**src/logic/eval_cfg.svh**
```systemverilog
// Evaluator configuration.
// Score widths, piece values and piece-square bonus weights.
`ifndef EVAL_CFG_SVH
`define EVAL_CFG_SVH

// signed width of a whole-board score.
`define EVAL_WIDTH 16

// signed width of one square's score.
`define SCORE_SQ_WIDTH 12

// material value of each piece kind.
`define VALUE_PAWN   100
`define VALUE_KNIGHT 320
`define VALUE_BISHOP 330
`define VALUE_ROOK   500
`define VALUE_QUEEN  900
`define VALUE_KING   0

// middlegame bonus per step of centralisation for knight and bishop.
`define PST_CENTER_MG 4

// middlegame bonus per rank of pawn advance.
`define PST_PAWN_MG 5

// endgame bonus per step of king centralisation.
`define PST_CENTER_EG 6

// endgame bonus per rank of pawn advance.
`define PST_PAWN_EG 10

`endif

```
**src/logic/score_jitter.sv**
```systemverilog
// Random score offset of the evaluator.
// Adds a masked signed random offset to both sums and registers the t7 result.
`default_nettype none

`include "eval_cfg.svh"

module score_jitter
(
   input  wire logic                          clk,
   input  wire logic                          arst_n,
   input  wire logic [`EVAL_WIDTH-1:0]        random_number,
   input  wire logic [`EVAL_WIDTH-1:0]        random_score_mask,
   input  wire logic signed [`EVAL_WIDTH-1:0] sum_mg,
   input  wire logic signed [`EVAL_WIDTH-1:0] sum_eg,
   input  wire logic                          sum_valid,
   output logic signed [`EVAL_WIDTH-1:0]      eval_mg,
   output logic signed [`EVAL_WIDTH-1:0]      eval_eg,
   output logic                               eval_valid
);

   logic [`EVAL_WIDTH-1:0]        magnitude;
   logic signed [`EVAL_WIDTH-1:0] offset_q;

   // top bit of the magnitude is always clear, so it never reads as negative.
   assign magnitude = {1'b0, random_number[`EVAL_WIDTH-2:0]} & random_score_mask;

   always_ff @(posedge clk)
   begin
      if (random_number[`EVAL_WIDTH-1])
         offset_q <= $signed(magnitude);
      else
         offset_q <= -$signed(magnitude);
      eval_mg <= sum_mg + offset_q;
      eval_eg <= sum_eg + offset_q;
   end

   always_ff @(posedge clk or negedge arst_n)
   begin
      if (!arst_n)
         eval_valid <= 1'b0;
      else
         eval_valid <= sum_valid;
   end

endmodule

`default_nettype wire

```
**config.mk**
```make
export PLATFORM = sky130hd
export DESIGN_NAME = score_jitter
export DESIGN_NICKNAME = d
export VERILOG_FILES = /design/src/logic/score_jitter.sv
export VERILOG_INCLUDE_DIRS = /design/src /design/src/logic
export SDC_FILE = /design/constraint.sdc
export NUM_CORES = 1
export LEC_CHECK = 0
export ABC_AREA = 1
export ABC_CLOCK_PERIOD_IN_PS = 1600
export BUFFER_PORTS_ARGS = -buffer_cell sky130_fd_sc_hd__clkbuf_2
export CAP_MARGIN = 40
export CORE_ASPECT_RATIO = 1.25
export CORE_MARGIN = 2
export CORE_UTILIZATION = 35
export DETAILED_ROUTE_END_ITERATION = 6
export MAX_ROUTING_LAYER = met4
export PLACE_DENSITY = 0.58
export SETUP_SLACK_MARGIN = 0.3
export SYNTH_ARGS = -nofsm -noshare
export SYNTH_HDL_FRONTEND = slang
export SYNTH_SLANG_ARGS = --single-unit
```
**constraint.sdc**
```tcl
create_clock -name clk -period 1.6 [get_ports clk]
set_clock_uncertainty 0.15 [all_clocks]
set_input_delay 0.16 -clock clk [delete_from_list [all_inputs] [get_ports clk]]
set_output_delay 0.16 -clock clk [all_outputs]
set_load 0.03 [all_outputs]
```
After elaboration in Yosys (flattened, before gate mapping)
Index checks and enable logic that the tools add are counted.
W data, S select, Z words.
Operators by class
  add/sub/neg operators: 3
  muxes and demuxes: 1
  bitwise logic cells: 1
Operator list (count)
  $add A16 B16 Y16: 2
  $and A15 B16 Y16: 1
  $mux W16: 1
  $neg A16 Y16: 1
Storage, ports and cells
  bits in registers: 49
  input bits: 67

Logic depth before layout (Yosys ltp)
  depth after elaboration: 3
  gate-level depth with buffers: 10

Worst setup path before layout
Ideal clock, no wire load.
  path kind: register -> register
  from: register offset_q[0]
  to: register eval_eg[14]
  library setup time: 0.112 ns
  arrival: 1.401 ns
  data required time: 1.338 ns
  path slack: -0.063 ns
  stages on the path, launching flop included: 11
  buffers on the path: 0
  clock period less this slack: 1.663 ns
  path through: dfxtp_1 > ha_1 > fa_1 > nand2_1 > nand2_1 > nand3b_1 > nand2_1 > nand2_1 > nand2_1 > nand2_1 > nand2_1
Between the ends
  cells in the longest elaborated chain, start to end: 1
RTL lines
  start: declaration: line score_jitter.sv:22  | logic signed [`EVAL_WIDTH-1:0] offset_q;
  start signal: assignment: line score_jitter.sv:30  | offset_q <= $signed(magnitude);
  start signal: assignment: line score_jitter.sv:32  | offset_q <= -$signed(magnitude);
  $add A16 B16 Y16: line score_jitter.sv:34  | eval_eg <= sum_eg + offset_q;
  end signal: assignment: line score_jitter.sv:34
  end: declaration: line score_jitter.sv:17  | output logic signed [`EVAL_WIDTH-1:0] eval_eg,
No other way between the ends.

Worst setup path after layout
Ends and elaborated chain as after synthesis.

==> impl_summary.txt <==
----------------------------------------------------
[Run status]
  Run status ... finished, violations left
  Violations in the final reports ... hold timing, setup timing

[Logic synthesis]
  Portion of the post-synthesis area used by sequential elements ... 30.6%
  Proportion of netlist area held by the largest area contributor ... slightly below 30%
  Simple-gate portion of the synthesized area ... 34.8%
  Xor and xnor fraction of the mapped netlist area ... under 10%
  Mean instance size in the synthesized netlist ... 6.61 um2
  Ranking of synthesized cells by area ... sky130_fd_sc_hd__dfxtp_1 30%, sky130_fd_sc_hd__nand2_1 23%, sky130_fd_sc_hd__ha_1 12%
  Compound-gate portion of the synthesized area ... between 4 and 5%
  Yosys warns ... 0
  Post-synth net total ... about 590
  Synthesized netlist cell count ... 488
  Combinational family with the most area after synthesis ... simple AND/OR/NAND/NOR gates
  Biggest area consumer among synthesized cells ... sky130_fd_sc_hd__dfxtp_1
  Cell area after technology mapping ... between 3000 and 4000 um2
  Multiplexer area fraction after synthesis ... 0%
  Post-synthesis adder-cell area fraction ... a little over an eighth
  Number of library cell types mapped by synthesis ... 24
  Synthesized flop and latch total ... 49

[Floorplan]
  Die outline area ... between 10000 and 15000 um2
  Number of cell rows ... 39
  Initial Util ... between 30 and 40%
  Die Width ... 89.9 um
  Ports ... 100
  Core region area ... between 9000 and 10000 um2
  Height of the chip ... roughly 110 um

[Layout]
  Syn-to-layout area delta ... 53.3%
  Final instance area ... 4940 um2
  Fraction of layout instances using a drive strength above 1 ... a little over two fifths
  Antenna cell count ... 0
  Net count, final ... about 710
  Filler Cell Count ... around 860
  Cell Count, Final, Fillers Out ... 735

[Critical path]
  Highest-delay cell along the critical path ... sky130_fd_sc_hd__dfxtp_2
  Start point of the critical path ... offset_q[0]
  Worst Path Class, Setup ... flip-flop to flip-flop
  Cell family with most CP delay ... simple AND/OR/NAND/NOR gates
  Flop-to-flop setup slack ... -50 ps
  Cell-by-cell listing of the critical path ... ha_4 -> fa_2 -> nand2_2 -> nand2_1 -> nand3b_1 -> nand2_2 -> nand2_2 -> nand2_1 -> nand2_1 -> nand2_1
  Worst stage delay on the critical path ... ~350 ps
  Type of element launching the critical path ... flip-flop
  Endpoint type of the worst setup path ... flip-flop
  Cell seen most often among critical-path stages ... sky130_fd_sc_hd__nand2_1
  Endpoint of the worst register-to-register path ... eval_eg[14]
  Buffer and inverter count on the worst path ... 0
  Launching point of the worst reg2reg path ... offset_q[0]
  Critical path required time ... between 1500 and 2000 ps
  Cells on worst reg2reg path ... 10
  Worst Path Arrival ... around 1700 ps
  Biggest fanout along the worst timing path ... 3

[Detailed routing]
  Total length of routed met2 wires ... 4710 um
  Met3 layer wire length in the routed design ... 307 um
  Final routed DRC violation total ... 0
  Total vias in the final route ... 3240
  Antenna violation net count after detailed routing ... 0
  Highest Signal Layer ... met4
  Aggregate routed wire length ... approximately 8600 um
  Routed via count divided by cell count ... around 4.4
  DRT Pass-1 Iters ... 4
  Initial drt markers ... 52
  Detailed-route wire length on metal 1 ... 3420 um
  Routed length per instance ... between 10 and 15 um

[Clocking]
  Maximum count of clock buffers along a single path ... 2
  Post-CTS Hold Fix Bufs ... 7
  Clock tree from TritonCTS ... built
  Later-pin clock latency in the skew report ... 280 ps
  H-tree levels ... 2
  Root buffer cell ... sky130_fd_sc_hd__clkbuf_16
  Clock slew at reported path FFs ... around 70 ps
  TritonCTS buffer count ... 5
  Sink count of the clock tree ... 49

[Worst hold path]
  Hold wc startpoint ... sum_eg[0]
  Hold endpoint ... eval_eg[0]
  Kind of path behind the tightest hold check ... primary input to flip-flop
  Worst hold path depth ... 2

[Timing]
  Hold Worst Slack ... -22.2 ps
  Setup violation total in the final timing report ... 5
  Post-route clock period utilization ... 103%
  Transition time at the pin with the least slew margin ... 295 ps
  PnR worst setup slack ... -48.1 ps
  Minimum clock period ... around 1600 ps
  Setup repair after global routing missed its margin ... yes
  Worst slew margin ... roughly four fifths
  Number of hold violations in the final report ... 2
  Number of slew-limit violations in the final report ... 0
  Top achievable clock speed ... ~610 MHz

[GRT]
  Number of global-route vias before repair ... around 3200
  Initial antenna violation count ... 0
  Wire length of the first global-routing pass ... roughly 14000 um
  Total routing usage reported by global routing ... about 18%
  Largest net degree at the start of global routing ... 16
  Total gr overflow ... 0

[Power and ir drop]
  Reg power frac ... 31.7%
  Power density over the cells ... ~1100 nW/um2
  Static Leakage ... between 2 and 3 nW
  Logic pwr share ... 47.9%
  Clock group share of total power ... approximately 20%
  Worst IR Drop VDD ... 0.000485 V
  Switching Fraction ... approximately two fifths
  Switch Pwr ... around 2.2 mW
  Cell internal pwr ... approximately 3.1 mW

[Placed design]
  Input/output buffers ... just under 100
  Post-placement cell area ... 4300 um2
  DP Cell Count ... 711
  Half-perimeter wire length of the detailed placement result ... ~7000 um
  Placer's final routability congestion estimate ... between 0.8 and 0.9

[Job]
  Reported max-cap violation count ... 0

----------------------------------------------------
[logic make-up after synthesis]
kind of cell,after synthesis
compound gates,26
xor+xnor,25
fa+ha+maj,33
buf+inv,87
flops,49
simple gates,268
[final cells by class]
class | count | area, um2 | area share, %
timing repair buffer | 117 | 654 | 13.2
tap | 123 | 154 | 3.11
multi-input combinational | 352 | 2620 | 53.0
clock buffer | 6 | 139 | 2.81
inverter | 86 | 328 | 6.63
sequential | 49 | 1030 | 20.9
clock inverter | 2 | 13.8 | 0.278
[cell usage after synthesis (all sizes together)]
cell / instances
a21oi: 17
buf: 1
dfrtp: 1
dfxtp: 48
fa: 2
ha: 31
inv: 86
nand2: 204
nand3: 29
nand3b: 2
nand4: 4
nor2: 22
nor3: 7
o21ai: 9
xnor2: 5
xor2: 20
[how the worst max path moves through the flow]
| stage | slack [ps] | cells after the start | to |
|---|---|---|---|
| 6_report | -50 | 10 | eval_eg[14] |
| 5_1_grt | -130 | 10 | eval_eg[14] |
| 4_1_cts | -70 | 9 | eval_eg[12] |
| 3_5_place_dp | -120 | 10 | eval_mg[14] |
| 3_3_place_gp | -60 | 10 | eval_mg[14] |
| 2_1_floorplan | 30 | 10 | eval_eg[14] |
[sequential cells by signal (all words and copies together), names as in the netlist]
name        flops
eval_eg        16
eval_mg        16
offset_q       16
eval_valid      1
[routing by layer]
| metal | track usage (%) | up-vias |
|---|---|---|
| li1 | - | 1745 |
| met3 | 2.50 | 8 |
| met5 | - | - |
| met4 | 5.13 | 0 |
| met1 | 19.0 | 1419 |
| met2 | 34.4 | 68 |
[layout by cell type, fill, tap and decap left out, types with 3 or more instances in the layout]
master,count
sky130_fd_sc_hd__a21oi_1,9
sky130_fd_sc_hd__a21oi_2,5
sky130_fd_sc_hd__a21oi_4,3
sky130_fd_sc_hd__buf_4,11
sky130_fd_sc_hd__clkbuf_16,5
sky130_fd_sc_hd__clkbuf_2,98
sky130_fd_sc_hd__dfxtp_1,33
sky130_fd_sc_hd__dfxtp_2,4
sky130_fd_sc_hd__dfxtp_4,11
sky130_fd_sc_hd__dlygate4sd3_1,7
sky130_fd_sc_hd__ha_4,30
sky130_fd_sc_hd__inv_1,78
sky130_fd_sc_hd__inv_2,6
sky130_fd_sc_hd__nand2_1,144
sky130_fd_sc_hd__nand2_2,44
sky130_fd_sc_hd__nand2_4,16
sky130_fd_sc_hd__nand3_1,22
sky130_fd_sc_hd__nand3_2,5
sky130_fd_sc_hd__nand4_1,4
sky130_fd_sc_hd__nor2_1,19
sky130_fd_sc_hd__nor3_2,5
sky130_fd_sc_hd__o21ai_0,5
sky130_fd_sc_hd__xnor2_1,5
sky130_fd_sc_hd__xor2_1,19
[through the flow]
step / setup TNS (ps) / power (mW) / util [%] / setup WS [ps] / hold WS, ps
floorplan: 0 / 3.34 / - / 32.0 / -286
global placement: -256 / 3.96 / 47.4 / -63.6 / -215
global route: -755 / 5.71 / 54.5 / -132 / -28.0
finish: -151 / 5.36 / 54.5 / -48.1 / -22.2
detailed placement: -502 / 4.00 / 47.4 / -115 / -215
CTS: -288 / 5.23 / 51.9 / -67.5 / -31.0
[power by group through the flow]
stage	Combinational [mW]	Clock [mW]	Sequential, mW
after floorplan	1.15	0	2.19
after global placement	2.24	0	1.72
after detailed placement	2.27	0	1.72
after CTS	2.40	1.13	1.70
after global routing	2.82	1.17	1.72
final	2.57	1.09	1.70
[repair_timing]
action | in CTS | in global routing
setup endpoints to repair | 26 | 27
setup buffers | 6 | 3
gates resized for setup | 39 | 54
pin swaps | 24 | 23
hold endpoints to repair | 8 | 2
Note: power is estimated with default switching activity, not from simulation.
