<file path="config.mk">
export PLATFORM = sky130hd
export DESIGN_NAME = score_reduction_tree
export DESIGN_NICKNAME = d
export VERILOG_FILES = /design/src/logic/score_reduction_tree.sv
export VERILOG_INCLUDE_DIRS = /design/src /design/src/logic
export SDC_FILE = /design/constraint.sdc
export NUM_CORES = 2
export LEC_CHECK = 0
export BUFFER_PORTS_ARGS = -buffer_cell sky130_fd_sc_hd__buf_4
export CAP_MARGIN = 20
export CORE_AREA = 2 2 607 609
export CTS_BUF_LIST = sky130_fd_sc_hd__clkbuf_4 sky130_fd_sc_hd__clkbuf_8
export DETAILED_ROUTE_END_ITERATION = 16
export DIE_AREA = 0 0 609 611
export GPL_TIMING_DRIVEN = 0
export PLACE_DENSITY_LB_ADDON = 0.08
export SYNTH_ARGS = -nofsm -noshare
export SYNTH_HDL_FRONTEND = slang
export SYNTH_SLANG_ARGS = --single-unit
export TNS_END_PERCENT = 100
</file>
<file path="constraint.sdc">
create_clock -name clk -period 9 [get_ports clk]
set_clock_uncertainty 0.2 [all_clocks]
set_input_delay 0 -clock clk [delete_from_list [all_inputs] [get_ports clk]]
set_output_delay 0 -clock clk [all_outputs]
set_load 0.02 [all_outputs]
</file>
<file path="src/logic/eval_cfg.svh">
// Evaluator configuration.
// Score widths, piece values and piece-square bonus weights.
`ifndef EVAL_CFG_SVH
`define EVAL_CFG_SVH

// signed width of a whole-board score.
`define EVAL_WIDTH 16

// signed width of one square's score.
`define SCORE_SQ_WIDTH 12

// material value of each piece kind.
`define VALUE_PAWN   100
`define VALUE_KNIGHT 320
`define VALUE_BISHOP 330
`define VALUE_ROOK   500
`define VALUE_QUEEN  900
`define VALUE_KING   0

// middlegame bonus per step of centralisation for knight and bishop.
`define PST_CENTER_MG 4

// middlegame bonus per rank of pawn advance.
`define PST_PAWN_MG 5

// endgame bonus per step of king centralisation.
`define PST_CENTER_EG 6

// endgame bonus per rank of pawn advance.
`define PST_PAWN_EG 10

`endif

</file>
<file path="src/logic/score_reduction_tree.sv">
// Score adder tree of the evaluator.
// Sums the 64 square scores over t2 to t6 and carries the valid bit along.
`default_nettype none

`include "eval_cfg.svh"

module score_reduction_tree
(
   input  wire logic                              clk,
   input  wire logic                              arst_n,
   input  wire logic signed [`SCORE_SQ_WIDTH-1:0] sq_mg [64],
   input  wire logic signed [`SCORE_SQ_WIDTH-1:0] sq_eg [64],
   input  wire logic                              sq_valid,
   output logic signed [`EVAL_WIDTH-1:0]          sum_mg,
   output logic signed [`EVAL_WIDTH-1:0]          sum_eg,
   output logic                                   sum_valid
);

   // group g holds squares 4g to 4g+3, half a rank.
   logic signed [`EVAL_WIDTH-1:0] grp_mg_t2 [16];
   logic signed [`EVAL_WIDTH-1:0] grp_eg_t2 [16];
   logic signed [`EVAL_WIDTH-1:0] grp_mg_t3 [16];
   logic signed [`EVAL_WIDTH-1:0] grp_eg_t3 [16];
   // pair p holds ranks 2p and 2p+1.
   logic signed [`EVAL_WIDTH-1:0] pair_mg_t4 [4];
   logic signed [`EVAL_WIDTH-1:0] pair_eg_t4 [4];
   logic signed [`EVAL_WIDTH-1:0] pair_mg_t5 [4];
   logic signed [`EVAL_WIDTH-1:0] pair_eg_t5 [4];
   logic [3:0]                    valid_sr;   // valid of stages t2 to t5.

   function automatic logic signed [`EVAL_WIDTH-1:0] add4(input logic signed [`EVAL_WIDTH-1:0] a,
                                                          input logic signed [`EVAL_WIDTH-1:0] b,
                                                          input logic signed [`EVAL_WIDTH-1:0] c,
                                                          input logic signed [`EVAL_WIDTH-1:0] d);
      return a + b + c + d;
   endfunction

   always_ff @(posedge clk)
   begin
      for (int g = 0; g < 16; g++)
      begin
         grp_mg_t2[g] <= add4(sq_mg[4*g], sq_mg[4*g+1], sq_mg[4*g+2], sq_mg[4*g+3]);
         grp_eg_t2[g] <= add4(sq_eg[4*g], sq_eg[4*g+1], sq_eg[4*g+2], sq_eg[4*g+3]);
      end

      grp_mg_t3 <= grp_mg_t2;   // balances the stage depth.
      grp_eg_t3 <= grp_eg_t2;

      for (int p = 0; p < 4; p++)
      begin
         pair_mg_t4[p] <= add4(grp_mg_t3[4*p], grp_mg_t3[4*p+1],
                               grp_mg_t3[4*p+2], grp_mg_t3[4*p+3]);
         pair_eg_t4[p] <= add4(grp_eg_t3[4*p], grp_eg_t3[4*p+1],
                               grp_eg_t3[4*p+2], grp_eg_t3[4*p+3]);
      end

      pair_mg_t5 <= pair_mg_t4;
      pair_eg_t5 <= pair_eg_t4;

      sum_mg <= add4(pair_mg_t5[0], pair_mg_t5[1], pair_mg_t5[2], pair_mg_t5[3]);
      sum_eg <= add4(pair_eg_t5[0], pair_eg_t5[1], pair_eg_t5[2], pair_eg_t5[3]);
   end

   always_ff @(posedge clk or negedge arst_n)
   begin
      if (!arst_n)
      begin
         valid_sr  <= '0;
         sum_valid <= 1'b0;
      end
      else
      begin
         valid_sr  <= {valid_sr[2:0], sq_valid};
         sum_valid <= valid_sr[3];
      end
   end

endmodule

`default_nettype wire

</file>
=== Word-level counts from Yosys, hierarchy flattened ===
Cells that the tools add are included.

* Add/subtract/negate cells: 126

{| class="wikitable"
|+ Operators with widths
! operator !! count
|-
| 14-bit by 12-bit adder with 15-bit output || 32
|-
| 13-bit by 12-bit adder with 14-bit output || 32
|-
| 12-bit by 12-bit adder with 13-bit output || 32
|-
| 16-bit by 15-bit adder with 16-bit output || 16
|-
| 15-bit by 15-bit adder with 16-bit output || 8
|-
| 16-bit adder || 6
|}

* Output and inout bits: 33
* Word-level logic and storage cells: 210
* Bits in registers: 1253

=== Longest topological paths before layout ===
* Depth after elaboration: 3
* Mapped depth: 14
* Mapped depth without buffers: 14

=== Worst setup path before layout ===
Ideal clock, no wire load.

* Kind: register to register
* Start point: register grp_eg_t3[193] (netlist bit)
* End point: register pair_eg_t4[63] (netlist bit)
* Cell stages (with the launch flop): 12
* Setup slack: 5.377 ns
* Required time: 8.728 ns
* Clock period less this slack: 3.623 ns
* Library setup time: 0.072 ns
* Arrival time: 3.351 ns
* Cells stage by stage: dfxtp_1 -> fa_1 -> fa_1 -> ha_1 -> fa_1 -> a21oi_2 -> o21ai_2 -> o41ai_2 -> o22ai_1 -> or4_1 -> a31oi_1 -> xnor2_1

* Word-level cells in the longest chain between the ends: 1

{| class="wikitable"
|+ Ends and longest elaborated chain
! element !! RTL line !! RTL
|-
| start, declared || score_reduction_tree.sv:23 || <nowiki>logic signed [`EVAL_WIDTH-1:0] grp_eg_t3 [16];</nowiki>
|-
| start signal, assigned || score_reduction_tree.sv:47 || <nowiki>grp_eg_t3 <= grp_eg_t2;</nowiki>
|-
| 16-bit by 15-bit adder with 16-bit output || score_reduction_tree.sv:35 || <nowiki>return a + b + c + d;</nowiki>
|-
| end signal, assigned by index || score_reduction_tree.sv:53 || <nowiki>pair_eg_t4[p] <= add4(grp_eg_t3[4*p], grp_eg_t3[4*p+1],</nowiki>
|-
| end, declared || score_reduction_tree.sv:26 || <nowiki>logic signed [`EVAL_WIDTH-1:0] pair_eg_t4 [4];</nowiki>
|}

No other way between the ends.

=== Final worst setup path ===
* Start point: input port sq_mg[300] (netlist bit)
* End point: register grp_mg_t2[107] (netlist bit)

* Word-level cells in the longest chain between the ends: 2

{| class="wikitable"
|+ Ends and longest elaborated chain
! element !! RTL line !! RTL
|-
| start, declared || score_reduction_tree.sv:11 || <nowiki>input wire logic signed [`SCORE_SQ_WIDTH-1:0] sq_mg [64],</nowiki>
|-
| 13-bit by 12-bit adder with 14-bit output || score_reduction_tree.sv:35 ||
|-
| 14-bit by 12-bit adder with 15-bit output || score_reduction_tree.sv:35 ||
|-
| end signal, assigned by index || score_reduction_tree.sv:42 || <nowiki>grp_mg_t2[g] <= add4(sq_mg[4*g], sq_mg[4*g+1], sq_mg[4*g+2], sq_mg[4*g+3]);</nowiki>
|-
| end, declared || score_reduction_tree.sv:20 || <nowiki>logic signed [`EVAL_WIDTH-1:0] grp_mg_t2 [16];</nowiki>
|}

No other way between the ends.

==> metrics.txt <==
Iter 0 DRT Violations=~1600; Power Dens Cells=442 nW/um^2; clock tree root buffer cell=clkbuf_8; top-count cell post-synth=inv_1; switching part of the total=between 40 and 50%; iteration count of the initial detailed-routing pass=7; CTS Hold Bufs=1924; YS warnings=0; Post-synth EDFFs=0; setup TNS=0 ps; Area growth, synth to finish=53.6%; non-filler cells, final=16706; gpl congestion=0.908; r2r startpoint=pair_eg_t5[1]; grt met2 use=31.3%; core area=365000 sq um; Reg power frac=between 10% and 20%; first-pass GRT wire length=438 mm; CTS sink count=1253; Synth Net Count=about 11000; Final ANT Viol Nets=0; CP endpoint kind=register; final instance area=122000 sq um; post-route setup slack=3200 ps; Clk Latency, worst-skew pair=between 900 and 1000 ps; Die Area=between 300000 and 400000 sq um; DR vias/cell=3.77; Req. time, crit path=9630 ps; Most Used Layer, Global Route=met2; chip width=609 um; CP startpoint kind=input pin; Clk pin slew, worst setup/hold paths=60 ps; status=complete, no violations; synthesized area=between 70000 and 80000 sq um; count of cell types in the netlist=72; Int Pwr=a little over 30 mW; hold_sp=grp_mg_t2[178]; met3 GRT Util=2.01%; Die Y=roughly 610 um; worst slack at placement=4340 ps; GRT met1 Usage=between 15 and 20%; Lkg Pwr=62.1 nW; Mapped Cells=7961; Hold Crit Endpoint=grp_mg_t3[178]; total congestion overflow=0; worst-path fanout max=3; R2R depth=14; synthesis-stage register bit count=1253; WS Path Type=input pin to register; H-tree depth=4; share of cells above drive strength 1=approximately 17%; clock share of power=approximately an eighth; Port Buf Inserts=1571; Layout Nets=14930; hold depth=0; relative slew slack=33.1%; post-CTS sizing=0; Max Clk Rate=172 MHz; Design Power=53.9 mW; initial antenna violation count=34; final HPWL from detailed placement=between 200 and 300 mm; DP Area=97200 sq um; Max Transition Viols Final=0; HP Class=register to register; row count=222; top cell type's share of synthesized area=between 30% and 40%; MaxCap Viol Count=0; endpoints failing hold=0; via count=63032; Final Cycle Share=64.4%; CTS buffer count=232; setup violators final=0; routed wire length=294 mm; CTS tree=done; WL per Instance=17.6 um; Worst Tran Pin Value=997 ps; NetSw=23.7 mW; post-layout minimum cycle time=5800 ps; Post-synth ARST share=0.399%; synth top area cells=dfxtp_1 (31%), fa_1 (28%), inv_1 (13%); DRC=0; Top FF cell, synth=dfxtp_1; peak supply drop=0.000433 V; logic gate share of total power=approximately 70%; Fillers=slightly below 40000; Starting Density=a little over a fifth; crit path DAT=6430 ps; Boundary Pins=1572; GRT Total Usage=between 10% and 20%; largest net degree at the start of global routing=20; dpl cells=14351; RSZ-0062 raised after global routing=no; r2r setup slk=4720 ps; setup bufs post-CTS=0; Max Root-Sink Buffers=4; largest area contributor in the netlist=dfxtp_1; Synth top cells by count=inv_1 (2824), dfxtp_1 (1248), fa_1 (1100); reg-to-reg critical path endpoint=sum_eg[15]; vias in the first global route=~72000; Seq/Total Area, Yosys=31.7%; Avg Inst Size Synth=9.96 sq um
-- registers in the layout (all words and copies together), names as in the netlist, 16 cells and up --
name and cells:
sum_mg 16, sum_eg 16, grp_eg_t2 240, pair_eg_t4 64, pair_eg_t5 64, pair_mg_t5 64, grp_mg_t3 240, pair_mg_t4 64
grp_mg_t2 240, grp_eg_t3 240
-- stage by stage --
stage | hold WS [ps] | util (%)
floorplan | -496 | -
CTS | 5.74 | 33.4
global route | 32.1 | 33.4
detailed placement | -397 | 26.6
finish | 25.9 | 33.4
global placement | -399 | 26.6
-- cells by family after synthesis --
logic type               after synthesis  share of synthesized area [%]
AO/OA/AOI/OAI                        998                           8.18
adder cells (fa/ha/maj)             1698                           37.2
XOR/XNOR                             475                           5.24
buffers and inverters               2831                           13.4
flip-flops                          1253                           31.7
multiplexers                           3                         0.0394
AND/OR/NAND/NOR                      703                           4.30
-- critical path: stages --
cell	delay (ps)
dlygate4sd3_1	540
buf_4	130
dlygate4sd3_1	580
fa_1	540
dlygate4sd3_1	590
ha_1	140
dlygate4sd3_1	540
ha_1	210
inv_1	80
fa_1	450
nor2b_1	130
o21ai_0	100
a21boi_0	280
o21ai_0	330
a21oi_1	390
a21oi_1	160
o311ai_0	460
dlygate4sd3_1	610
buf_2	140
-- how the worst max path moves through the flow --
stage	startpoint	endpoint	slack [ps]	cells past startpoint
floorplan	grp_eg_t3[193]	pair_eg_t4[63]	5380	11
global placement	sq_mg[289]	grp_mg_t2[107]	4040	15
detailed placement	sq_eg[578]	grp_eg_t2[206]	4340	13
CTS	sq_mg[300]	grp_mg_t2[107]	3350	19
global route	sq_mg[300]	grp_mg_t2[107]	2960	19
finish	sq_mg[300]	grp_mg_t2[107]	3200	19
-- metal layers --
layer  vias to the layer above  part of all wire (%)
met5                         -                 0.040
met1                     30553                    39
met2                      1147                    55
li1                      31020                     -
met4                        18                   2.0
met3                       294                   3.3
-- power groups by stage --
stage	sequential [mW]	clock [mW]	combinational, mW
finish	10.0	6.30	37.6
detailed placement	10.2	0	35.2
CTS	10.1	6.60	39.1
floorplan	9.73	0	23.6
global placement	10.2	0	35.3
global route	10.3	6.85	42.9
-- cells in the final DEF (no fill, tap or decap), types with 8 or more instances in the layout --
| master | instances |
|---|---|
| nor3_1 | 76 |
| a211oi_1 | 37 |
| nand4_1 | 18 |
| a211o_1 | 9 |
| nor2_1 | 190 |
| a41o_1 | 10 |
| diode_2 | 10 |
| inv_1 | 2824 |
| xor2_1 | 119 |
| clkinv_2 | 40 |
| o31ai_1 | 14 |
| nand2b_1 | 40 |
| o31a_1 | 13 |
| a21o_1 | 131 |
| xnor2_1 | 356 |
| o211ai_1 | 26 |
| fa_1 | 1100 |
| nor2b_1 | 64 |
| a2111oi_0 | 8 |
| a21oi_1 | 288 |
| clkbuf_4 | 50 |
| a41oi_1 | 28 |
| o21ba_2 | 10 |
| dfxtp_1 | 1248 |
| o21bai_1 | 63 |
| and2_1 | 14 |
| o21ai_0 | 172 |
| a31oi_1 | 50 |
| nand2_1 | 165 |
| or3_1 | 21 |
| dlygate4sd3_1 | 1924 |
| or2_2 | 11 |
| clkbuf_8 | 292 |
| ha_1 | 598 |
| nand3_1 | 47 |
| o21a_1 | 69 |
| buf_4 | 1572 |
| and3_1 | 23 |
| bufinv_16 | 21 |
| a21boi_0 | 13 |
-- layout make-up --
class                           instances  area [sq um]  share of cell area (%)
Clock inverter                         79          1020                   0.834
Antenna cell                           10          25.0                  0.0205
Tap cell                             4816          6030                    4.94
Clock buffer                          342          4390                    3.61
Inverter                             2824         10600                    8.70
Buffer                                  7          26.3                  0.0216
Multi-Input combinational cell       3877         43600                    35.8
Timing Repair Buffer                 3498         31100                    25.5
Sequential cell                      1253         25100                    20.6
(Power assumes the default switching activity.)
