File: src/logic/eval_cfg.svh
// Evaluator configuration.
// Score widths, piece values and piece-square bonus weights.
`ifndef EVAL_CFG_SVH
`define EVAL_CFG_SVH

// signed width of a whole-board score.
`define EVAL_WIDTH 16

// signed width of one square's score.
`define SCORE_SQ_WIDTH 12

// material value of each piece kind.
`define VALUE_PAWN   100
`define VALUE_KNIGHT 320
`define VALUE_BISHOP 330
`define VALUE_ROOK   500
`define VALUE_QUEEN  900
`define VALUE_KING   0

// middlegame bonus per step of centralisation for knight and bishop.
`define PST_CENTER_MG 4

// middlegame bonus per rank of pawn advance.
`define PST_PAWN_MG 5

// endgame bonus per step of king centralisation.
`define PST_CENTER_EG 6

// endgame bonus per rank of pawn advance.
`define PST_PAWN_EG 10

`endif

File: src/logic/eval_pkg.sv
// Evaluator types.
// Piece codes, the square word with its two decodings, the board and the result.
`default_nettype none

`include "eval_cfg.svh"

package eval_pkg;

   typedef enum logic [2:0] {
      kind_empty  = 3'd0,
      kind_pawn   = 3'd1,
      kind_knight = 3'd2,
      kind_bishop = 3'd3,
      kind_rook   = 3'd4,
      kind_queen  = 3'd5,
      kind_king   = 3'd6
   } piece_kind_t;

   // Field view of a square. White pieces are 1 to 6, black pieces 9 to 14.
   typedef struct packed {
      logic        black;
      piece_kind_t kind;
   } square_fields_t;

   typedef union packed {
      logic [3:0]     raw;     // used as the table index.
      square_fields_t field;   // used for colour and kind tests.
   } square_u;

   // 64 squares, index is rank * 8 + file.
   typedef square_u [63:0] board_t;

   typedef struct packed {
      logic signed [`SCORE_SQ_WIDTH-1:0] mg;
      logic signed [`SCORE_SQ_WIDTH-1:0] eg;
   } sq_score_t;

   typedef struct packed {
      logic                          insufficient;
      logic signed [`EVAL_WIDTH-1:0] mg;
      logic signed [`EVAL_WIDTH-1:0] eg;
   } eval_result_t;

endpackage

`default_nettype wire

File: src/logic/material_census.sv
// Material census of the evaluator.
// Weighs non-king material of both sides and flags insufficient material at t7.
`default_nettype none

module material_census
(
   input  wire logic             clk,
   input  wire logic             arst_n,
   input  wire eval_pkg::board_t board,
   output logic                  insufficient
);

   import eval_pkg::*;

   logic [1:0] white_w_t1 [64];
   logic [1:0] black_w_t1 [64];
   logic [4:0] white_rank_t2 [8];
   logic [4:0] black_rank_t2 [8];
   logic [7:0] white_total_t3;
   logic [7:0] black_total_t3;
   logic       flag_t4;
   logic       flag_t5;
   logic       flag_t6;

   // a weight of 3 alone is always enough material to mate.
   function automatic logic [1:0] weight(input square_u sq);
      case (sq.field.kind)
         kind_pawn, kind_rook, kind_queen: return 2'd3;
         kind_knight, kind_bishop:         return 2'd1;
         default:                          return 2'd0;
      endcase
   endfunction

   function automatic logic [4:0] rank_sum(input logic [1:0] w [64], input int rank);
      logic [4:0] acc;
      acc = '0;
      for (int f = 0; f < 8; f++)
         acc = acc + w[rank*8+f];
      return acc;
   endfunction

   function automatic logic [7:0] board_sum(input logic [4:0] r [8]);
      logic [7:0] acc;
      acc = '0;
      for (int i = 0; i < 8; i++)
         acc = acc + r[i];
      return acc;
   endfunction

   always_ff @(posedge clk)
   begin
      for (int i = 0; i < 64; i++)
      begin
         white_w_t1[i] <= board[i].field.black ? 2'd0 : weight(board[i]);
         black_w_t1[i] <= board[i].field.black ? weight(board[i]) : 2'd0;
      end
      for (int r = 0; r < 8; r++)
      begin
         white_rank_t2[r] <= rank_sum(white_w_t1, r);
         black_rank_t2[r] <= rank_sum(black_w_t1, r);
      end
      white_total_t3 <= board_sum(white_rank_t2);
      black_total_t3 <= board_sum(black_rank_t2);
   end

   always_ff @(posedge clk or negedge arst_n)
   begin
      if (!arst_n)
      begin
         flag_t4      <= 1'b0;
         flag_t5      <= 1'b0;
         flag_t6      <= 1'b0;
         insufficient <= 1'b0;
      end
      else
      begin
         flag_t4      <= (white_total_t3 == 8'd0 && black_total_t3 <= 8'd1) ||
                         (white_total_t3 <= 8'd1 && black_total_t3 == 8'd0);
         flag_t5      <= flag_t4;
         flag_t6      <= flag_t5;
         insufficient <= flag_t6;   // lines up with the scores at t7.
      end
   end

endmodule

`default_nettype wire

File: config.mk
export PLATFORM = sky130hd
export DESIGN_NAME = material_census
export DESIGN_NICKNAME = d
export VERILOG_FILES = /design/src/logic/eval_pkg.sv /design/src/logic/material_census.sv
export VERILOG_INCLUDE_DIRS = /design/src /design/src/logic
export SDC_FILE = /design/constraint.sdc
export NUM_CORES = 1
export LEC_CHECK = 0
export BUFFER_PORTS_ARGS = -buffer_cell sky130_fd_sc_hd__buf_2
export CORE_ASPECT_RATIO = 1.2
export CORE_UTILIZATION = 45
export CTS_CLUSTER_SIZE = 12
export DETAILED_ROUTE_END_ITERATION = 8
export HOLD_SLACK_MARGIN = 0.08
export PLACE_DENSITY = 0.65
export RECOVER_POWER = 25
export SETUP_SLACK_MARGIN = 0.3
export SYNTH_ARGS = -nofsm -noshare
export SYNTH_HDL_FRONTEND = slang
export SYNTH_SLANG_ARGS = --single-unit
File: constraint.sdc
create_clock -name clk -period 4.9 [get_ports clk]
set_clock_uncertainty 0.05 [all_clocks]
set_input_delay 0.245 -clock clk [delete_from_list [all_inputs] [get_ports clk]]
set_output_delay 0.245 -clock clk [all_outputs]
set_load 0.01 [all_outputs]
Yosys cells after proc, flatten, opt, wreduce, memory -nomap -nowiden
Cells that the tools add are included.

word-level totals
  register bits after elaboration = 356
  latch bits = 0
  memory bits (writable) = 0
  memory bits (read-only) = 0
  bits of input ports = 258
  output and inout port bits = 1
  word-level logic and storage cells = 795
  memories = 0

cells by class
  add/subtract/negate cells = 126
  multipliers = 0
  div/mod/pow operators = 0
  order comparisons = 2
  equal/unequal tests = 320
  shift operators = 0
  mux-type cells = 64
  bitwise operators = 0
  reductions and logical operators = 133

operator list
  kind                count
  $eq 3x2->1 const B  128
  $eq 3x3->1 const B  128
  $add 5x2->5         64
  $pmux 2 s2          64
  $eq 3x1->1 const B  64
  $reduce_or 3->1     64
  $reduce_or 2->1     64
  $add 4x2->5         16
  $add 3x2->4         16
  $add 8x5->8         8
  $add 2x2->3         16
  $add 7x5->8         2
  $le 8x1->1 const B  2
  $logic_not 8->1     2
  $add 6x5->7         2
  $add 5x5->6         2
  $logic_and 1x1->1   2
  $logic_or 1x1->1    1

Longest topological paths before layout
Gate-level depths: netlist of the first run.

  depth in word-level cells = 7
  mapped depth = 14
  gate-level depth less buffers = 14

Least setup slack after synthesis of the first run
No wires, ideal clock.

  path type = flip-flop to flip-flop
  from = register white_rank_t2[2] (netlist name)
  to = register white_total_t3[6]
  setup time = 72 ps
  arrival = 3,497 ps
  data required time = 4,778 ps
  slack = 1,282 ps
  cell stages (with the launch flop) = 15
  path buffers = 0
  clock period less this slack = 3,618 ps
  path through = dfxtp_1 -> inv_1 -> fa_1 -> inv_1 -> fa_1 -> fa_1 -> inv_1 -> fa_1 -> inv_1 -> ha_1 -> inv_1 -> fa_1 -> nand2b_1 -> a21oi_1 -> xor2_1

on the way
  word-level cells in the longest chain between the ends = 1

ends and longest elaborated chain
  item                              RTL line               text
  start: declaration                material_census.sv:17  logic [4:0] white_rank_t2 [8];
  start signal: indexed assignment  material_census.sv:59  white_rank_t2[r] <= rank_sum(white_w_t1, r);
  $add 8x5->8                       material_census.sv:46  acc = acc + r[i];
  end signal: assignment            material_census.sv:62  white_total_t3 <= board_sum(white_rank_t2);
  end: declaration                  material_census.sv:19  logic [7:0] white_total_t3;

Every way passes these cells.
A chain may end at the register's enable or synchronous reset.

Worst setup path after layout of the first run
  from = register black_rank_t2[2] (netlist name)
  to = register black_total_t3[6]

on the way
  word-level cells in the longest chain between the ends = 1

ends and longest elaborated chain
  item                              RTL line               text
  start: declaration                material_census.sv:18  logic [4:0] black_rank_t2 [8];
  start signal: indexed assignment  material_census.sv:60  black_rank_t2[r] <= rank_sum(black_w_t1, r);
  $add 8x5->8                       material_census.sv:46
  end signal: assignment            material_census.sv:63  black_total_t3 <= board_sum(black_rank_t2);
  end: declaration                  material_census.sv:20  logic [7:0] black_total_t3;

Every way passes these cells.

==> impl_results.md, run 1 <==
* Initial core utilization at 0.4592
* Port Buf Inserts at between 200 and 300
* Worst hold endpoint: black_w_t1[48]
* Final Hold Fails at 0
* I/O Pins at between 200 and 300
* Net count, final at between 2000 and 3000
* 1st-iter DRT viols at between 300 and 400
* Hold_buf cts at approximately 430
* Area occupied by multi-input gates at just under 9000 um^2
* R2R setup slack at between 1 and 1.5 ns
* Clk sinks at between 300 and 400
* Yosys warns at 0
* Post-synth EDFFs at 0
* Post-synth top area share at 0.4032
* Share of layout cells above drive strength 1 at 0.1080
* Wire per inst at 14.45 um
* DP HPWL at around 27 mm
* Post-Synth Simple-Gate Area at 0.08906
* Post-route minimum period at between 3 and 4 ns
* Top-count cell post-synth: inv_1
* Largest family of logic cells by synthesized area: adder cells
* Area post-placement at around 19000 um^2
* Total congestion overflow at 0
* Core Rows at 78
* Core area at about 38000 um^2
* Full die area at 39630 um^2
* Post-Syn Instances at 1596
* Crit path DAT at about 4.2 ns
* Synth cell count leaders: inv_1, dfxtp_1, fa_1
* Cts bufs inserted at 39
* Vias in the first global route at 14850
* Top cells by area, synth: dfxtp_1, fa_1, inv_1, ha_1, nor3_1
* Worst-Skew Late Latency at 0.53 ns
* RSZ-0062 raised after global routing: no
* F_max at around 260 MHz
* Setup ws final at around 1.1 ns
* Die Span Y at between 200 and 250 um
* Worst-path clk slew at roughly 0.060 ns
* Largest net degree at the start of global routing at 14
* Startpoint type of the worst setup path: flip-flop
* Worst slew margin at 0.7487
* Layout filler cell count at 2824
* Synth Area in Compound Gates at 0.06229
* Met3 Usage GRT at 0.03173
* Setup crit end kind: flip-flop
* CTS tree: yes
* Net Count, Synth at 2184
* Post-CTS setup buffers at 0
* Routed WL at ~41 mm
* GPL Wtd Cong at approximately 0.8
* Die Wd at between 150 and 200 um
* Period utilisation layout at 0.7715
* Adder-cell share of the synthesized area at 0.3368
* Util after Layout at 0.6541
* Setup TNS at 0 ns
* R2R cell count at 14
* XOR/XNOR Fraction of Synth Area at 0.01103
* Crit Path Max Fanout at 2
* Sequential share of the synthesized area at 0.4089
* Status: finished, final reports clean
* Post-CTS sizing at 0
* Leading area contributor after synthesis: dfxtp_1
* H-tree Lvls at 2
* R2r startpoint: black_rank_t2[2]
* Register area at a little over 7000 um^2
* Main flop type after synthesis: dfxtp_1
* GR Util met1 at 0.2312
* Setup-failing EPs final at 0
* Mapped Area at around 17000 um^2
* Post-synth cell types at 21
* M2 GR Usage at 0.4296
* Setup CP Type: reg -> reg
* Final design area excluding fillers at 24900 um^2
* Post-synthesis mux area share at 0
* Hold crit path type: in -> reg
* Vias at 13100
* P_leak at approximately 0.012 uW
* GRT Util Overall at 0.2178
* PD cells at between 600 and 700 nW/um^2
* P&R area growth vs syn at 42.45%
* Post-synth ARST share at 0.01124
* Worst path required time at between 5 and 6 ns
* Antenna violations before repair at 1
* DRT antenna net count at 0
* Vias/cell at between 4 and 5
* DRC at 0
* FF+latch count, synth at ~360
* Bufs on Longest Clock Path at 3
* GRT busiest layer: met2
* Max Cap Viol at 0
* Syn_area_per_cell at roughly 11 um^2
* WHS Path Cells at 3
* First-pass GRT wire length at slightly below 70 mm
* 1st-pass router iterations at 5
* Hold path start: board[156]
* Final hold slack at 0.09843 ns
* Root buffer cell: clkbuf_16
* Peak supply drop at about 930 uV
* Post-Place Setup Slack at about 1.1 ns
* Reg-to-reg endpoint: black_total_t3[6]
* Slew Viols, Final at 0
* Worst Tran Pin Value at roughly 0.37 ns
## area by class of cell
| class | instances | share of cell area |
|---|---|---|
| Antenna cell | 3 | 0.0003016 |
| Multi-Input combinational cell | 812 | 0.3504 |
| Sequential cell | 356 | 0.2871 |
| Timing Repair Buffer | 691 | 0.2229 |
| Clock buffer | 56 | 0.04589 |
| Inverter | 428 | 0.06453 |
| Tap cell | 480 | 0.02412 |
| Clock inverter | 8 | 0.004775 |
## cell families after synthesis
logic type / count (synthesis)
XOR/XNOR: 22
AO/OA/AOI/OAI: 152
AND/OR/NAND/NOR: 308
adder cells (fa/ha/maj): 330
flip-flops: 356
buffers and inverters: 428
## stage by stage
stage / power, uW / instances
3_3_place_gp: 12370 / 2334
4_1_cts: 16050 / 2831
6_report: 15720 / 2834
5_1_grt: 17610 / 2832
2_1_floorplan: 10560 / 1596
3_5_place_dp: 12670 / 2334
## layer usage
metal,vias up,routed length (um)
met4,0,1359
met2,296,22780
met3,111,1322
met1,6249,15490
met5,-,0
li1,6442,-
## state kept, by name (all words and copies together), names as in the netlist
signal          count
white_w_t1        128
flag_t5             1
flag_t6             1
white_total_t3      8
black_w_t1        128
insufficient        1
black_rank_t2      40
flag_t4             1
white_rank_t2      40
black_total_t3      8
## placed cells by master, fill, tap and decap left out, drive strengths merged, types with 20 or more instances in the layout
cell         synthesis  layout
dlygate4sd3          0     433
inv                428     429
dfxtp              352     352
fa                 234     234
buf                  0     197
nor3               173     173
clkbuf               0     117
ha                  96      96
a211oi              91      91
nor2                72      72
a21o                32      32
a21oi               23      23
xnor2               20      20
## worst max-delay path by stage
stage | from | end | slack, ns | cells past startpoint
2_1_floorplan | white_rank_t2[2] | white_total_t3[6] | 1.28 | 14
3_3_place_gp | white_rank_t2[2] | white_total_t3[6] | 1.18 | 14
3_5_place_dp | white_rank_t2[2] | white_total_t3[6] | 1.14 | 14
4_1_cts | black_rank_t2[2] | black_total_t3[6] | 1.10 | 14
5_1_grt | white_rank_t2[2] | white_total_t3[6] | 0.93 | 14
6_report | black_rank_t2[2] | black_total_t3[6] | 1.12 | 14
## critical path, stage by stage, from the launching register on
cell      delay, ns
dfxtp_1        0.30
inv_1          0.05
fa_1           0.52
inv_1          0.06
fa_1           0.50
fa_1           0.54
inv_1          0.06
fa_1           0.47
inv_1          0.08
ha_1           0.18
inv_1          0.06
fa_1           0.38
nand2b_1       0.16
a21oi_1        0.16
xor2_1         0.15
## report_power, final
| group | total, uW | internal (uW) | leakage [uW] | switching, uW |
|---|---|---|---|---|
| Sequential | 3790 | 3580 | 0.00299 | 203 |
| Clock | 2910 | 1770 | 0.000622 | 1140 |
| Combinational | 9030 | 4180 | 0.00846 | 4840 |
| Total | 15700 | 9530 | 0.0121 | 6190 |
Note: power is estimated with default switching activity, not from simulation.
==> run 2, diff against run 1 <==
--- a/config.mk
+++ b/config.mk
@@ -6,6 +6,7 @@
 export SDC_FILE = /design/constraint.sdc
 export NUM_CORES = 1
 export LEC_CHECK = 0
+export ABC_AREA = 1
 export BUFFER_PORTS_ARGS = -buffer_cell sky130_fd_sc_hd__buf_2
 export CORE_ASPECT_RATIO = 1.2
 export CORE_UTILIZATION = 45
==> constraint.sdc (replaced) <==
create_clock -name clk -period 3.5 [get_ports clk]
set_clock_uncertainty 0.05 [all_clocks]
set_input_delay 0.175 -clock clk [delete_from_list [all_inputs] [get_ports clk]]
set_output_delay 0.175 -clock clk [all_outputs]
set_load 0.01 [all_outputs]
==> run 2 against run 1 <==
Against the previous run: die area decreased by 0.19%; total power increased by 61%; synthesized cell count increased by 7.5%; global-route usage decreased by 0.21 points; clock-buffer cell count increased by 2; critical endpoint is now white_rank_t2[7]; worst hold slack improved by 0.20 ns; sequential share of layout area decreased by 0.14 points.
==> impl_results.md, run 2 <==
* Worst slew margin at 0.7843
* Crit path DAT at approximately 3.8 ns
* CTS tree: yes
* Worst path cell trace: fa_1, fa_1, inv_2, fa_1, fa_1, inv_1, ha_2, inv_2, fa_2, inv_2
* Sw frac at 0.3966
* Crit Path Max Fanout at 2
* Setup-failing EPs final at 0
* Routed WL at 40.57 mm
* Die Span Y at approximately 220 um
* Vias in the first global route at ~15000
* Worst path max stage delay at 0.58 ns
* Register share of total power at 0.208
* I/O Pins at approximately 260
* # diodes at 0
* Vias at between 10000 and 15000
* Area post-placement at just under 20000 um^2
* Layout filler cell count at between 2000 and 3000
* Full die area at 39560 um^2
* Vias/cell at approximately 4.5
* Clk sinks at between 300 and 400
* Core area at 37960 um^2
* Mapped Area at between 15000 and 20000 um^2
* Util after Layout at 0.6633
* Peak supply drop at 1987 uV
* Max Cap Viol at 0
* Startpoint type of the worst setup path: flip-flop
* Leading area contributor after synthesis: dfxtp_1
* Top cells by area, synth: dfxtp_1, fa_1, inv_1, ha_1, a21oi_1
* Commonest non-fill, non-tap cells in the layout: inv_1, dlygate4sd3_1, dfxtp_1
* Post-synth EDFFs at 0
* Psw at between 10000 and 15000 uW
* Cts bufs inserted at 39
* Syn_area_per_cell at ~10 um^2
* Slew Viols, Final at 0
* First-pass GRT wire length at ~68 mm
* Net Count, Synth at around 2300
* Top-count cell post-synth: inv_1
* H-tree Lvls at 2
* Setup ws final at approximately 0.035 ns
* Die Wd at about 180 um
* Gate power share at 0.638
* Status: finished, final reports clean
* Core Rows at a little under 80
* F_max at just under 300 MHz
* DRC at 0
* Main flop type after synthesis: dfxtp_1
* Post-route minimum period at approximately 3.5 ns
* Int Pwr at between 15000 and 20000 uW
* Area occupied by multi-input gates at approximately 8600 um^2
* Worst path required time at just under 4 ns
* Yosys warns at 0
* Post-Place Setup Slack at around 0.0094 ns
* Post-synth cell types at 13
* Final Hold Fails at 0
* Clock Power Share at 0.154
* Post-Syn Instances at 1715
* Biggest registers after layout: black_w_t1 x128, white_w_t1 x128
* Setup CP Type: reg -> reg
* Total congestion overflow at 0
* Hold crit path type: reg -> reg
* DP HPWL at 25.94 mm
* Final design area excluding fillers at between 20000 and 30000 um^2
* Most common cell after layout, fill and taps aside: inv_1
* DRT antenna net count at 0
* Post-synth ARST share at 0.01124
* Max stage delay cell, worst path: fa_1
* RSZ-0062 raised after global routing: yes
* P_leak at approximately 0.013 uW
* Bufs on Longest Clock Path at 3
* FF+latch count, synth at around 360
* Root buffer cell: clkbuf_16
* Post-synth top area share at 0.4040
* Worst-path clk slew at ~0.06 ns
* Largest net degree at the start of global routing at 14
* Period utilisation layout at 0.9899
* Setup crit end kind: flip-flop
* Synth cell count leaders: inv_1, dfxtp_1, fa_1
* 1st-pass router iterations at 7
* GPL Wtd Cong at 0.8317
* P&R area growth vs syn at 44.36%
* Antenna violations before repair at 0
* Setup TNS at 0 ns
* Port Buf Inserts at roughly 260
* Most used cell, CP: fa_1
* GRT Util Overall at 0.2158
* Initial core utilization at 0.4595
* Final hold slack at ~0.30 ns
* Net count, final at 3032
* Worst-Skew Late Latency at ~0.54 ns
* Worst Tran Pin Value at roughly 0.32 ns
* 1st-iter DRT viols at around 350
* Sequential share of the synthesized area at 0.4097
* PD cells at roughly 1000 nW/um^2
* Share of layout cells above drive strength 1 at 0.2027
* Wire per inst at approximately 14 um
* Register area at 7194 um^2
## run 2: cell count changes in the layout (fill, tap and decap cells not counted), sizes merged, moves of 25 or more
cell	delta
nor3	-173
a21o	-32
inv	+106
buf	+74
dlygate4sd3	-25
a211oi	-91
o21bai	+63
a21oi	+127
nand2	+107
clkbuf	-50
nor2	+61
## run 2: layout make-up
| type | instances | share of cell area |
|---|---|---|
| clock buffers | 58 | 0.04437 |
| clock inverters | 11 | 0.003727 |
| inverters | 532 | 0.07930 |
| multi-input cells | 827 | 0.3423 |
| flip-flops and latches | 356 | 0.2857 |
| well taps | 480 | 0.02385 |
| repair buffers | 688 | 0.2208 |
## run 2: path summary, 6_finish.rpt
path / startpoint / to / slack (ns) / cells past startpoint
min in group asynchronous: arst_n / flag_t4 / 0.50 / 3
setup reg to reg: white_w_t1[27] / white_rank_t2[7] / 0.04 / 10
max in group asynchronous: arst_n / flag_t6 / 2.73 / 3
hold reg to reg: flag_t5 / flag_t6 / 0.30 / 0
setup / recovery: white_w_t1[27] / white_rank_t2[7] / 0.04 / 10
hold / removal: flag_t5 / flag_t6 / 0.30 / 0
## run 2: power groups by stage
stage	registers (uW)	clock network (uW)	logic, uW
6_report	5250	3900	16100
5_1_grt	5310	4170	18400
4_1_cts	5250	3990	14200
3_5_place_dp	5320	0	11700
3_3_place_gp	5300	0	11200
2_1_floorplan	5210	0	9060
## run 2: metrics by stage
stage	total power, uW	cells
2_1_floorplan	14270	1715
3_3_place_gp	16520	2453
3_5_place_dp	17040	2453
4_1_cts	23440	2944
5_1_grt	27890	2952
6_report	25270	2952
## run 2: critical path, delay by kind of cell, from the launching register on
| family | cells | cell delay [ns] |
|---|---|---|
| buffers and inverters | 4 | 0.18 |
| adder cells (fa/ha/maj) | 6 | 2.80 |
| flip-flops | 1 | 0.32 |
## run 2: cells by family after synthesis
family | share of synthesized area
buffers and inverters | 0.1145
DFF | 0.4097
adders and majority gates | 0.3374
and+or+nand+nor | 0.05889
AOI/OAI and AO/OA | 0.07044
xor gates and xnor gates | 0.009038
## run 2: layer usage
| layer | share of wire | routed length [um] | global-route usage |
|---|---|---|---|
| met1 | 0.37 | 15200 | 0.2290 |
| met2 | 0.55 | 22350 | 0.4192 |
| met3 | 0.033 | 1319 | 0.03006 |
| met4 | 0.042 | 1707 | 0.09633 |
| met5 | 0 | 0 | 0 |
## run 2: repair_timing
item | CTS | global route
gates resized for setup | 73 | 101
hold endpoints to repair | 260 | 0
endpoints found under the setup margin | 42 | 43
setup buffers | 14 | 8
pin swaps | 69 | 76
hold buffers | 408 | 0
==> run 3, diff against run 2 <==
--- a/config.mk
+++ b/config.mk
@@ -15,6 +15,7 @@
 export HOLD_SLACK_MARGIN = 0.08
 export PLACE_DENSITY = 0.65
 export RECOVER_POWER = 25
+export REMOVE_ABC_BUFFERS = 1
 export SETUP_SLACK_MARGIN = 0.3
 export SYNTH_ARGS = -nofsm -noshare
 export SYNTH_HDL_FRONTEND = slang
==> run 3 against run 2 <==
Against the previous run: the run now ends with negative setup slack left; fmax shrank 2.3%; sequential power is essentially flat; worst hold slack lost 0.0023 ns; first-iteration DRC count shrank 6.9%; total power grew 1.3%; global-route usage grew 0.066 points; clock-buffer cell count shrank 3; critical path depth grew 5; non-clock buffer count grew 3; final cell count shrank 0.17%; final area grew 0.58%; die area is the same; critical endpoint is now black_total_t3[6].
==> impl_results.md, run 3 (synthesis results as in run 2) <==
* Status: finished with violations
* Failing checks: negative setup slack
* Bufs on Longest Clock Path at 3
* P&R area growth vs syn at 45.20%
* Crit path DAT at 3.91 ns
* Vias/cell at around 4.5
* Worst slew margin at 0.7795
* RSZ-0062 raised after global routing: yes
* Hold crit path type: reg -> reg
* Port Buf Inserts at ~260
* Setup ws final at -0.04574 ns
* DRT antenna net count at 0
* Worst path cell trace: inv_2, fa_1, inv_2, fa_2, fa_1, inv_1, fa_1, inv_1, ha_2, inv_2, fa_2, inv_2, nand3_4, nand3_2, nand2_1
* Antenna violations before repair at 0
* Worst path max stage delay at about 0.57 ns
* Biggest registers after layout: black_w_t1 x128, white_w_t1 x128
* R2r startpoint: black_rank_t2[27]
* Most common cell after layout, fill and taps aside: inv_1
* Crit Path Max Fanout at 2
* H-tree Lvls at 2
* Final Hold Fails at 0
* Initial core utilization at 0.4595
* GRT busiest layer: met2
* Core area at approximately 38000 um^2
* Setup CP Type: reg -> reg
* Peak supply drop at between 1500 and 2000 uV
* Setup crit end kind: flip-flop
* Final std cells w/o fill at 2947
* Cts bufs inserted at 38
* Layout filler cell count at roughly 2700
* Startpoint type of the worst setup path: flip-flop
* Register area at around 7000 um^2
* F_max at roughly 280 MHz
* Placed instance count at 2462
* DRC at 0
* Worst path required time at 3.87 ns
* Clk sinks at 356
* P_leak at between 0.01 and 0.015 uW
* Most used cell, CP: inv_2
* DP HPWL at around 26 mm
* Vias in the first global route at 14950
* Worst Tran Pin Value at between 0.3 and 0.4 ns
* Slew Viols, Final at 0
* CP Launch Point: black_rank_t2[27]
* 1st-pass router iterations at 4
* Core Rows at 78
* Area occupied by multi-input gates at 8766 um^2
* Tot Pwr at 25590 uW
* Worst-path clk slew at 0.06 ns
* # diodes at 0
* M2 GR Usage at 0.4259
* Share of layout cells above drive strength 1 at 0.2071
* Setup TNS at -0.08628 ns
* CP delay by family, top: adder cells
* Hold path start: flag_t5
* Post-route minimum period at between 3 and 4 ns
* Largest net degree at the start of global routing at 13
* Die Wd at approximately 180 um
* Met3 Usage GRT at 0.02956
* Setup-failing EPs final at 2
* Vias at about 13000
* WP buf/inv at 6
* Max stage delay cell, worst path: fa_2
* 1st-iter DRT viols at roughly 330
* PD cells at approximately 1000 nW/um^2
* Total congestion overflow at 0
* Commonest non-fill, non-tap cells in the layout: inv_1, dlygate4sd3_1, dfxtp_1
* GRT Util Overall at 0.2164
* Max Cap Viol at 0
* Routed WL at a little over 40 mm
* First-pass GRT wire length at 68.55 mm
* Full die area at around 40000 um^2
* GPL Wtd Cong at a little over 0.8
* Period utilisation layout at 1.013
* Worst-Skew Late Latency at 0.52 ns
* Net count, final at 3034
* Root buffer cell: clkbuf_16
* Die Span Y at roughly 220 um
* CTS tree: yes
* Wire per inst at about 14 um
* I/O Pins at 259
* GR Util met1 at 0.2292
-- run 3: changes by cell type in the layout (fill, tap and decap cells not counted), sizes merged --
cell    change
buf         -2
clkbuf      +2
clkinv      -2
inv         -3
-- run 3: area by class of cell --
| cell class | count | area share |
|---|---|---|
| multi-input combinational | 827 | 0.3461 |
| timing repair buffer | 691 | 0.2203 |
| sequential | 356 | 0.2842 |
| clock inverter | 6 | 0.002273 |
| inverter | 532 | 0.07885 |
| tap | 480 | 0.02371 |
| clock buffer | 55 | 0.04456 |
-- run 3: power breakdown --
| part | switching [uW] | total, uW | internal, uW |
|---|---|---|---|
| Clock | 1580 | 3870 | 2300 |
| Sequential | 274 | 5250 | 4980 |
| Combinational | 8510 | 16500 | 7960 |
-- run 3: final timing paths --
kind | end | slack, ns | cells after the start
max reg2reg | black_total_t3[6] | -0.05 | 15
max in group asynchronous | flag_t4 | 2.73 | 3
min in group asynchronous | flag_t6 | 0.50 | 3
min reg2reg | flag_t6 | 0.30 | 0
max | black_total_t3[6] | -0.05 | 15
min | flag_t6 | 0.30 | 0
-- run 3: per-layer routing --
metal  share of wire  wire length [um]
met3           0.031              1242
met2            0.55             22400
met5               0                 0
met1            0.38             15350
met4           0.036              1436
-- run 3: through the flow --
step	setup WS, ns	utilization	hold WS (ns)	instance area, um^2
after floorplan	0.001336	-	-0.1706	17440
after global placement	-0.08399	0.5111	-0.06674	19400
after detailed placement	-0.1645	0.5111	-0.06554	19400
after CTS	-0.009904	0.6593	0.2861	25030
after global routing	-0.1482	0.6671	0.3017	25330
final	-0.04574	0.6671	0.2954	25330
-- run 3: repair_timing --
item                                    4_1_cts  5_1_grt
hold endpoints to repair                    260        0
pin swaps                                   125       52
endpoints found under the setup margin       42       45
gates resized for setup                     135       78
setup buffers                                10        6
hold buffers                                408        0
-- run 3: worst reg2reg max path, delay by kind of cell (launching register included) --
kind | cells | cell delay (ns)
fa+ha+maj | 6 | 2.50
simple gates | 3 | 0.20
buf+inv | 6 | 0.40
flops | 1 | 0.32
